### config.mk
export PLATFORM = sky130hd
export DESIGN_NAME = min_heap
export DESIGN_NICKNAME = d
export VERILOG_FILES = /design/src/heap_pkg.sv /design/src/heap_level_mem.sv /design/src/heap_root.sv /design/src/heap_stage.sv /design/src/min_heap.sv
export SDC_FILE = /design/constraint.sdc
export NUM_CORES = 2
export LEC_CHECK = 0
export ABC_AREA = 1
export ABC_CLOCK_PERIOD_IN_PS = 5300
export BUFFER_PORTS_ARGS = -buffer_cell sky130_fd_sc_hd__buf_2
export CORE_UTILIZATION = 50
export DETAILED_ROUTE_END_ITERATION = 10
export GPL_TIMING_DRIVEN = 0
export PLACE_DENSITY_LB_ADDON = 0.15
export SLEW_MARGIN = 20
export SYNTH_ARGS = -nofsm -noshare
export SYNTH_HDL_FRONTEND = slang
export SYNTH_SLANG_ARGS = --single-unit
export TNS_END_PERCENT = 5
### constraint.sdc
create_clock -name clk -period 5.3 [get_ports clk]
set_input_delay 0.795 -clock clk [delete_from_list [all_inputs] [get_ports clk]]
set_output_delay 0.795 -clock clk [all_outputs]
set_load 0.01 [all_outputs]
### src/heap_pkg.sv
/*
 * heap package
 * shared constants, op encoding and the entry, token and write-request
 * structs used by every level of the pipelined min-heap
 */
package heap_pkg;

   localparam int MAX_LEVELS = 8;   // sizes positions and capacities
   localparam int PRIO_W     = 16;
   localparam int DATA_W     = 16;

   // 1-based node position with children at 2p and 2p+1
   typedef logic [MAX_LEVELS-1:0] pos_t;

   // free slots in the subtree rooted at a node and including it
   typedef logic [MAX_LEVELS-1:0] cap_t;

   typedef enum logic [1:0] {
      NOP     = 2'd0,
      ENQ     = 2'd1,
      DEQ_MIN = 2'd2
   } heap_op_t;

   typedef struct packed {
      logic              active;
      cap_t              capacity;
      logic [PRIO_W-1:0] prio;
      logic [DATA_W-1:0] data;
   } heap_entry_t;

   // token handed from one sift stage to the next
   typedef struct packed {
      heap_op_t          op;
      pos_t              pos;
      logic [PRIO_W-1:0] prio;   // entry carried down by ENQ
      logic [DATA_W-1:0] data;
   } stage_token_t;

   typedef struct packed {
      logic        en;
      pos_t        addr;
      heap_entry_t entry;
   } mem_wr_t;

endpackage

### src/heap_level_mem.sv
/*
 * heap level memory
 * two banks (even and odd positions) for one heap level, shared by the
 * stage above and the stage of this level; one-cycle reads with
 * write bypass, banks cleared by a counter after reset
 */
`timescale 1ns/1ps

module heap_level_mem #(
   parameter int N_LEVELS = 4,
   parameter int LEVEL    = 1
) (
   input  logic                  clk,
   input  logic                  rstn,
   input  logic                  upper_active,
   input  logic                  own_next_active,
   input  heap_pkg::pos_t        upper_raddr,
   input  heap_pkg::pos_t        own_raddr,
   input  heap_pkg::mem_wr_t     upper_wr,
   input  heap_pkg::mem_wr_t     own_wr,
   output heap_pkg::heap_entry_t rd_left,
   output heap_pkg::heap_entry_t rd_right,
   output heap_pkg::heap_entry_t rd_own
);
   import heap_pkg::*;

   localparam heap_entry_t INIT_ENTRY = '{
      active:   1'b0,
      capacity: cap_t'((2 ** (N_LEVELS - LEVEL)) - 1),
      prio:     '0,
      data:     '0
   };

   pos_t        raddr;
   mem_wr_t     wr;
   logic        wr_left;
   logic        wr_right;
   logic        odd_q;
   heap_entry_t left_q;
   heap_entry_t right_q;

   // tokens are two cycles apart, so only one of the two stages needs the port
   assign raddr    = own_next_active ? own_raddr : upper_raddr;
   assign wr       = upper_active ? upper_wr : own_wr;
   assign wr_left  = wr.en && !wr.addr[0];
   assign wr_right = wr.en && wr.addr[0];

   always_ff @(posedge clk) begin
      odd_q <= raddr[0];
   end

   assign rd_left  = left_q;
   assign rd_right = right_q;
   assign rd_own   = odd_q ? right_q : left_q;

   generate
      if (LEVEL == 1) begin : g_regs
         // a single sibling pair kept in flops
         heap_entry_t left_reg;
         heap_entry_t right_reg;

         always_ff @(posedge clk) begin
            if (!rstn) begin
               left_reg  <= INIT_ENTRY;
               right_reg <= INIT_ENTRY;
            end else begin
               if (wr_left)
                  left_reg <= wr.entry;
               if (wr_right)
                  right_reg <= wr.entry;
            end
         end

         always_ff @(posedge clk) begin
            left_q  <= wr_left ? wr.entry : left_reg;
            right_q <= wr_right ? wr.entry : right_reg;
         end
      end else begin : g_ram
         localparam int IW    = LEVEL - 1;
         localparam int DEPTH = 2 ** IW;

         heap_entry_t     bank_l [DEPTH];
         heap_entry_t     bank_r [DEPTH];
         logic [IW-1:0]   rd_idx;
         logic [IW-1:0]   wr_idx;
         logic [IW-1:0]   init_idx;
         logic            init_busy;

         assign rd_idx = raddr[IW:1];   // bit 0 picks the bank
         assign wr_idx = wr.addr[IW:1];

         always_ff @(posedge clk) begin
            if (!rstn) begin
               init_idx  <= '0;
               init_busy <= 1'b1;
            end else if (init_busy) begin
               init_idx <= init_idx + 1'b1;
               if (&init_idx)
                  init_busy <= 1'b0;
            end
         end

         always_ff @(posedge clk) begin
            if (init_busy) begin
               bank_l[init_idx] <= INIT_ENTRY;
               bank_r[init_idx] <= INIT_ENTRY;
            end else begin
               if (wr_left)
                  bank_l[wr_idx] <= wr.entry;
               if (wr_right)
                  bank_r[wr_idx] <= wr.entry;
            end
         end

         // same-cycle write to the read word wins
         always_ff @(posedge clk) begin
            if (wr_left && wr_idx == rd_idx)
               left_q <= wr.entry;
            else
               left_q <= bank_l[rd_idx];
            if (wr_right && wr_idx == rd_idx)
               right_q <= wr.entry;
            else
               right_q <= bank_r[rd_idx];
         end
      end
   endgenerate

endmodule

### src/heap_root.sv
/*
 * heap root
 * holds the minimum entry, accepts external ops and builds the
 * level-0 token; ready drops while stage 0 works on a token
 */
`timescale 1ns/1ps

module heap_root #(
   parameter int N_LEVELS = 4
) (
   input  logic                          clk,
   input  logic                          rstn,
   input  heap_pkg::heap_op_t            in_op,
   input  logic [heap_pkg::PRIO_W-1:0]   in_prio,
   input  logic [heap_pkg::DATA_W-1:0]   in_data,
   input  heap_pkg::mem_wr_t             stage_wr,
   input  logic                          stage_busy,
   output logic                          ready,
   output heap_pkg::heap_entry_t         root,
   output heap_pkg::stage_token_t        token
);
   import heap_pkg::*;

   // deepest level memory needs this many cycles to clear its banks
   localparam int INIT_CYCLES = 2 ** (N_LEVELS - 2);
   localparam cap_t ROOT_CAP = cap_t'((2 ** N_LEVELS) - 1);

   logic [N_LEVELS-2:0] init_cnt;
   logic                init_done;
   logic                accept;

   always_ff @(posedge clk) begin
      if (!rstn) begin
         init_cnt  <= '0;
         init_done <= 1'b0;
      end else if (!init_done) begin
         init_cnt <= init_cnt + 1'b1;
         if (init_cnt == (N_LEVELS-1)'(INIT_CYCLES - 1))
            init_done <= 1'b1;
      end
   end

   assign ready  = init_done && !stage_busy;
   assign accept = ready && (in_op != NOP);

   // level-0 token that stage 0 captures on the accept edge
   always_comb begin
      token.op   = accept ? in_op : NOP;
      token.pos  = pos_t'(1);
      token.prio = in_prio;
      token.data = in_data;
   end

   always_ff @(posedge clk) begin
      if (!rstn) begin
         root.active   <= 1'b0;
         root.capacity <= ROOT_CAP;
         root.prio     <= '0;
         root.data     <= '0;
      end else if (accept && in_op == DEQ_MIN && root.active) begin
         root.active   <= 1'b0;   // vacate now and let stage 0 refill next cycle
         root.capacity <= root.capacity + 1'b1;
      end else if (stage_wr.en) begin
         root <= stage_wr.entry;
      end
   end

endmodule

### src/heap_stage.sv
/*
 * heap sift stage
 * one per level; compares the registered token with its node and the
 * two children, issues the node and child writes and forms the token
 * for the next level
 */
`timescale 1ns/1ps

module heap_stage #(
   parameter int N_LEVELS = 4,
   parameter int LEVEL    = 0
) (
   input  logic                   clk,
   input  heap_pkg::stage_token_t token_in,
   input  heap_pkg::heap_entry_t  node,
   input  heap_pkg::heap_entry_t  left,
   input  heap_pkg::heap_entry_t  right,
   output heap_pkg::stage_token_t token_out,
   output logic                   busy,
   output heap_pkg::mem_wr_t      cur_wr,
   output heap_pkg::mem_wr_t      child_wr
);
   import heap_pkg::*;

   localparam bit LEAF = (LEVEL == N_LEVELS - 1);

   stage_token_t tok;
   stage_token_t next_tok;
   heap_entry_t  lift;
   logic         go_right;
   pos_t         child_pos;

   always_ff @(posedge clk) begin
      tok <= token_in;
   end

   assign busy = (tok.op != NOP);

   // smaller active child with ties going left
   assign go_right  = !left.active || (right.active && (right.prio < left.prio));
   assign lift      = go_right ? right : left;
   assign child_pos = {tok.pos[MAX_LEVELS-2:0], 1'b0};

   always_comb begin
      next_tok     = tok;
      next_tok.op  = NOP;
      next_tok.pos = child_pos;

      cur_wr.en    = 1'b0;
      cur_wr.addr  = tok.pos;
      cur_wr.entry = node;

      child_wr.en    = 1'b0;
      child_wr.addr  = {tok.pos[MAX_LEVELS-2:0], go_right};
      child_wr.entry = lift;

      case (tok.op)
         ENQ: begin
            cur_wr.en             = 1'b1;
            cur_wr.entry.capacity = node.capacity - 1'b1;   // one more slot used below
            if (!node.active) begin
               // the entry settles in an empty node
               cur_wr.entry.active = 1'b1;
               cur_wr.entry.prio   = tok.prio;
               cur_wr.entry.data   = tok.data;
            end else begin
               next_tok.op = ENQ;
               if (tok.prio < node.prio) begin
                  cur_wr.entry.prio = tok.prio;   // new entry stays and the old one sinks
                  cur_wr.entry.data = tok.data;
                  next_tok.prio     = node.prio;
                  next_tok.data     = node.data;
               end
               // go left while it has room and right otherwise
               next_tok.pos[0] = (left.capacity == '0);
            end
         end
         DEQ_MIN: begin
            if (left.active || right.active) begin
               cur_wr.en           = 1'b1;
               cur_wr.entry.active = 1'b1;
               cur_wr.entry.prio   = lift.prio;
               cur_wr.entry.data   = lift.data;

               child_wr.en                = !LEAF;
               child_wr.entry.active      = 1'b0;   // hole moves down
               child_wr.entry.capacity    = lift.capacity + 1'b1;

               next_tok.op     = DEQ_MIN;
               next_tok.pos[0] = go_right;
            end
         end
         default: begin
         end
      endcase

      // nothing lives below the leaf level
      if (LEAF)
         next_tok.op = NOP;
   end

   assign token_out = next_tok;

endmodule

### src/min_heap.sv
/*
 * pipelined min-heap priority queue
 * root register, one sift stage per level and a shared memory between
 * each pair of neighbouring stages
 */
`timescale 1ns/1ps

module min_heap #(
   parameter int N_LEVELS = 4
) (
   input  logic                          clk,
   input  logic                          rstn,
   input  heap_pkg::heap_op_t            in_op,
   input  logic [heap_pkg::PRIO_W-1:0]   in_prio,
   input  logic [heap_pkg::DATA_W-1:0]   in_data,
   output logic                          ready,
   output logic                          out_valid,
   output logic [heap_pkg::PRIO_W-1:0]   out_prio,
   output logic [heap_pkg::DATA_W-1:0]   out_data,
   output heap_pkg::cap_t                capacity
);
   import heap_pkg::*;

   heap_entry_t         root_entry;
   stage_token_t        tok      [0:N_LEVELS];   // tok[l] enters stage l
   heap_entry_t         node     [0:N_LEVELS-1];
   heap_entry_t         kid_l    [0:N_LEVELS-1];
   heap_entry_t         kid_r    [0:N_LEVELS-1];
   mem_wr_t             cur_wr   [0:N_LEVELS-1];
   mem_wr_t             child_wr [0:N_LEVELS-1];
   logic [N_LEVELS-1:0] busy;

   heap_root #(
      .N_LEVELS (N_LEVELS)
   ) u_root (
      .clk        (clk),
      .rstn       (rstn),
      .in_op      (in_op),
      .in_prio    (in_prio),
      .in_data    (in_data),
      .stage_wr   (cur_wr[0]),
      .stage_busy (busy[0]),
      .ready      (ready),
      .root       (root_entry),
      .token      (tok[0])
   );

   assign node[0] = root_entry;

   // leaf stage children are inactive with no room
   assign kid_l[N_LEVELS-1] = '0;
   assign kid_r[N_LEVELS-1] = '0;

   for (genvar l = 0; l < N_LEVELS; l++) begin : g_stage
      heap_stage #(
         .N_LEVELS (N_LEVELS),
         .LEVEL    (l)
      ) u_stage (
         .clk       (clk),
         .token_in  (tok[l]),
         .node      (node[l]),
         .left      (kid_l[l]),
         .right     (kid_r[l]),
         .token_out (tok[l+1]),
         .busy      (busy[l]),
         .cur_wr    (cur_wr[l]),
         .child_wr  (child_wr[l])
      );
   end

   for (genvar l = 1; l < N_LEVELS; l++) begin : g_mem
      heap_level_mem #(
         .N_LEVELS (N_LEVELS),
         .LEVEL    (l)
      ) u_mem (
         .clk             (clk),
         .rstn            (rstn),
         .upper_active    (busy[l-1]),
         .own_next_active (tok[l].op != NOP),
         .upper_raddr     ({tok[l-1].pos[MAX_LEVELS-2:0], 1'b0}),
         .own_raddr       (tok[l].pos),
         .upper_wr        (child_wr[l-1]),
         .own_wr          (cur_wr[l]),
         .rd_left         (kid_l[l-1]),
         .rd_right        (kid_r[l-1]),
         .rd_own          (node[l])
      );
   end

   assign out_valid = root_entry.active;
   assign out_prio  = root_entry.prio;
   assign out_data  = root_entry.data;
   assign capacity  = root_entry.capacity;

endmodule

==> results.cfg <==
[yosys]
synth_edf_count = 492
synth_area_per_cell_um2 = 8.218
synth_nets = 6080
syn_area_um2 = 48640
synth-main-ff-cell = dfxtp_1
ys_warn_count = 0
ys_ff_latch = 1015
yosysSeqAreaShare_pct = 51.90
synthArstFlopShare_pct = 0
yosys-top-cells-area = edfxtp_1 (30%), dfxtp_1 (22%), nand2_1 (12%), nand3_1 (6.2%), inv_1 (5.6%)
yosysTopAreaCellShare_pct = 30.37
synth_cells = 5919
ys_types = 52
yosys.area.top_type = edfxtp_1

[worst_setup_path]
worstReg2RegEnd = g_mem[1].u_mem.g_regs.right_reg[13]$_SDFF_PN0_
crit_slowest_cell = clkbuf_1
crit_arrival_ns = 5.28
required_ns = 5.85
crit_top_cell = nand2_1
reg2reg_from = g_mem[1].u_mem.odd_q$_SDFF_PN0_
slowest_delay_ns = 0.51
cpLargestDelayFamily = buffers and inverters
critical_path.max_fanout = 10
path_class = flop to flop
rrSetupSlack_ns = 0.57
crit_path_start_kind = flop
crit_path_end_kind = flop
cp_cell_sequence = buf_2 -> clkbuf_1 -> clkbuf_1 -> o21ai_0 -> inv_1 -> ha_1 -> a21oi_1 -> a31oi_1 -> nor4_1 -> nand2_1 -> nand2_1 -> buf_2 -> nand2_1 -> nand3_1 -> nand2_1 -> nand2_1 -> nand3_1 -> nand2_1 -> nor2_1
path_buf_inv = 5
ff2ff_path_depth = 19

[cells_and_area]
layout_common_cells = nand2_1 (1601), inv_1 (724), nand3_1 (601)
syn_to_final_growth_pct = 12.26
layout_commonest_cell = nand2_1
multiInputGateArea_um2 = 19260
final_area_um2 = 54610
seq_area_um2 = 25240
reg_top3 = g_mem.u_mem.g_ram.bank_l (246), g_mem.u_mem.g_ram.bank_r (246), g_stage.u_stage.tok (136)
diodes = 0
fillers = 8853
final_util_pct = 56.55
drive_gt1_share_pct = 9.662
layout.nets = 6278

[floorplan]
initial_core_util_pct = 50.37
io_pins = 78
rows = 114
dieArea_um2 = 98540
fp.dieH_um = 313.9
core_um2 = 96570
die_w_um = 313.9

[grt]
grt_max_degree = 42
antenna_found_initial = 6
grt_pass1_wl_mm = 234.3
grt_overflow = 0
grt_usage_pct = 31.21
grt_pass1_vias = 39560

[sta]
setup_slack_ns = 0.5714
rsz0062_at_grt = no
setup_violations = 0
slew_violations = 0
max_freq_ghz = 0.2115
fin_crit_sh_pct = 89.22
min_period_ns = 4.729
slew_headroom_pct = 29.45
hold_viol = 0
skew_ns = 0.02399
tightest_slew_ns = 1.058

[clock_network]
clk_path_buf_depth = 3
postCtsSetupRepairBufs = 0
cts_tree = done
clk_latency_ns = 0.70
cts_buffers = 105
cts_hold_buffers = 0
cts_root_buf = clkbuf_16
clkSinkCount = 1015
htree_levels = 3
post_cts_resize_count = 0
path_clk_slew_ns = 0.06

[route]
drt_iter0_markers = 3949
vias_per_cell = 5.501
ant_nets = 0
vias = 41180
post_drt_wl_per_cell_um = 20.74
drt_wl_total_mm = 155.2
dr.pass1.iters = 6
drc_errors = 0

[min_path]
hp-start = in_data[1]
min_to = g_stage[0].u_stage.tok[1]$_DFF_P_
whs_path_depth = 1
hp-class = input pin to flop

[power]
total_leakage_power_nw = 24.98
p_per_area_nw_per_um2 = 360.1
p_total_mw = 19.67
max-vdd-ir-drop_mv = 0.2568

[status]
status = completed

[place]
place.detailed.hpwl_mm = 116.1
place_area_um2 = 51060
gp_congestion = 0.9514
preCtsSetupSlack_ns = 0.6431
port_buffers = 77

[job]
maxCapViolCount = 0
## layout make-up
cell class              instances  area share, %
plain buffers                 324          2.532
clock buffers                 159          5.728
clock inverters                41         0.7744
inverters                     751          5.181
multi-input cells            3829          35.26
flip-flops and latches       1015          46.23
well taps                    1276          2.924
repair buffers                 91          1.370
## cell usage after synthesis, types with 31 or more instances
| cell type | instances |
|---|---|
| o21ai_1 | 67 |
| clkbuf_1 | 194 |
| inv_1 | 729 |
| buf_1 | 31 |
| a21oi_1 | 235 |
| or2_2 | 134 |
| nand2_1 | 1601 |
| o21ai_0 | 358 |
| ha_1 | 125 |
| mux2_2 | 60 |
| dfxtp_1 | 523 |
| nor2_1 | 295 |
| buf_2 | 84 |
| nand3_1 | 601 |
| edfxtp_1 | 492 |
| o21a_1 | 37 |
| o211ai_1 | 180 |
## worst max path at each step
stage	from	endpoint	slack [ns]	depth (start not counted)
final	g_mem[1].u_mem.odd_q$_SDFF_PN0_	g_mem[1].u_mem.g_regs.right_reg[13]$_SDFF_PN0_	0.57	19
after floorplan	g_mem[2].u_mem.rd_left[31]$_DFF_P_	g_mem[2].u_mem.g_ram.bank_r[0][0]$_DFFE_PP_	0.12	14
after detailed placement	g_mem[1].u_mem.odd_q$_SDFF_PN0_	g_mem[1].u_mem.g_regs.right_reg[13]$_SDFF_PN0_	0.64	19
after CTS	g_mem[1].u_mem.odd_q$_SDFF_PN0_	g_mem[1].u_mem.g_regs.right_reg[13]$_SDFF_PN0_	0.62	19
after global placement	g_stage[2].u_stage.tok[40]$_DFF_P_	g_mem[2].u_mem.g_ram.bank_r[0][26]$_DFFE_PP_	-3.66	10
after global routing	g_mem[1].u_mem.odd_q$_SDFF_PN0_	g_stage[2].u_stage.tok[25]$_DFF_P_	0.22	15
## logic make-up after synthesis
group	count (synthesis)	synth area share [%]
buffers and inverters	1075	8.635
XOR/XNOR	14	0.2675
adder cells (fa/ha/maj)	125	3.215
flip-flops	1015	51.90
AO/OA/AOI/OAI	907	10.60
multiplexers	82	1.842
AND/OR/NAND/NOR	2701	23.55
## metal layers
layer	global-route usage (%)	vias up	part of all wire [%]
met3	5.291	349	7.7
li1	-	19810	-
met5	0	-	0.039
met4	14.86	8	4.8
met1	40.09	19370	41
met2	51.19	1646	46
## metrics by stage
step                      hold WS [ns]  TNS (ns)  cells
after floorplan                 0.3308         0   5919
after global placement          0.3340   -365.47   7272
after detailed placement        0.3428         0   7286
after CTS                       0.1628         0   7486
after global routing            0.1830         0   7486
final                           0.1945         0   7486
## power by group
group	internal (mW)	switching, mW	total, mW
registers	8.99	0.301	9.29
logic	0.853	1.94	2.80
clock network	4.38	3.20	7.58
Note: power is estimated with default switching activity, not from simulation.
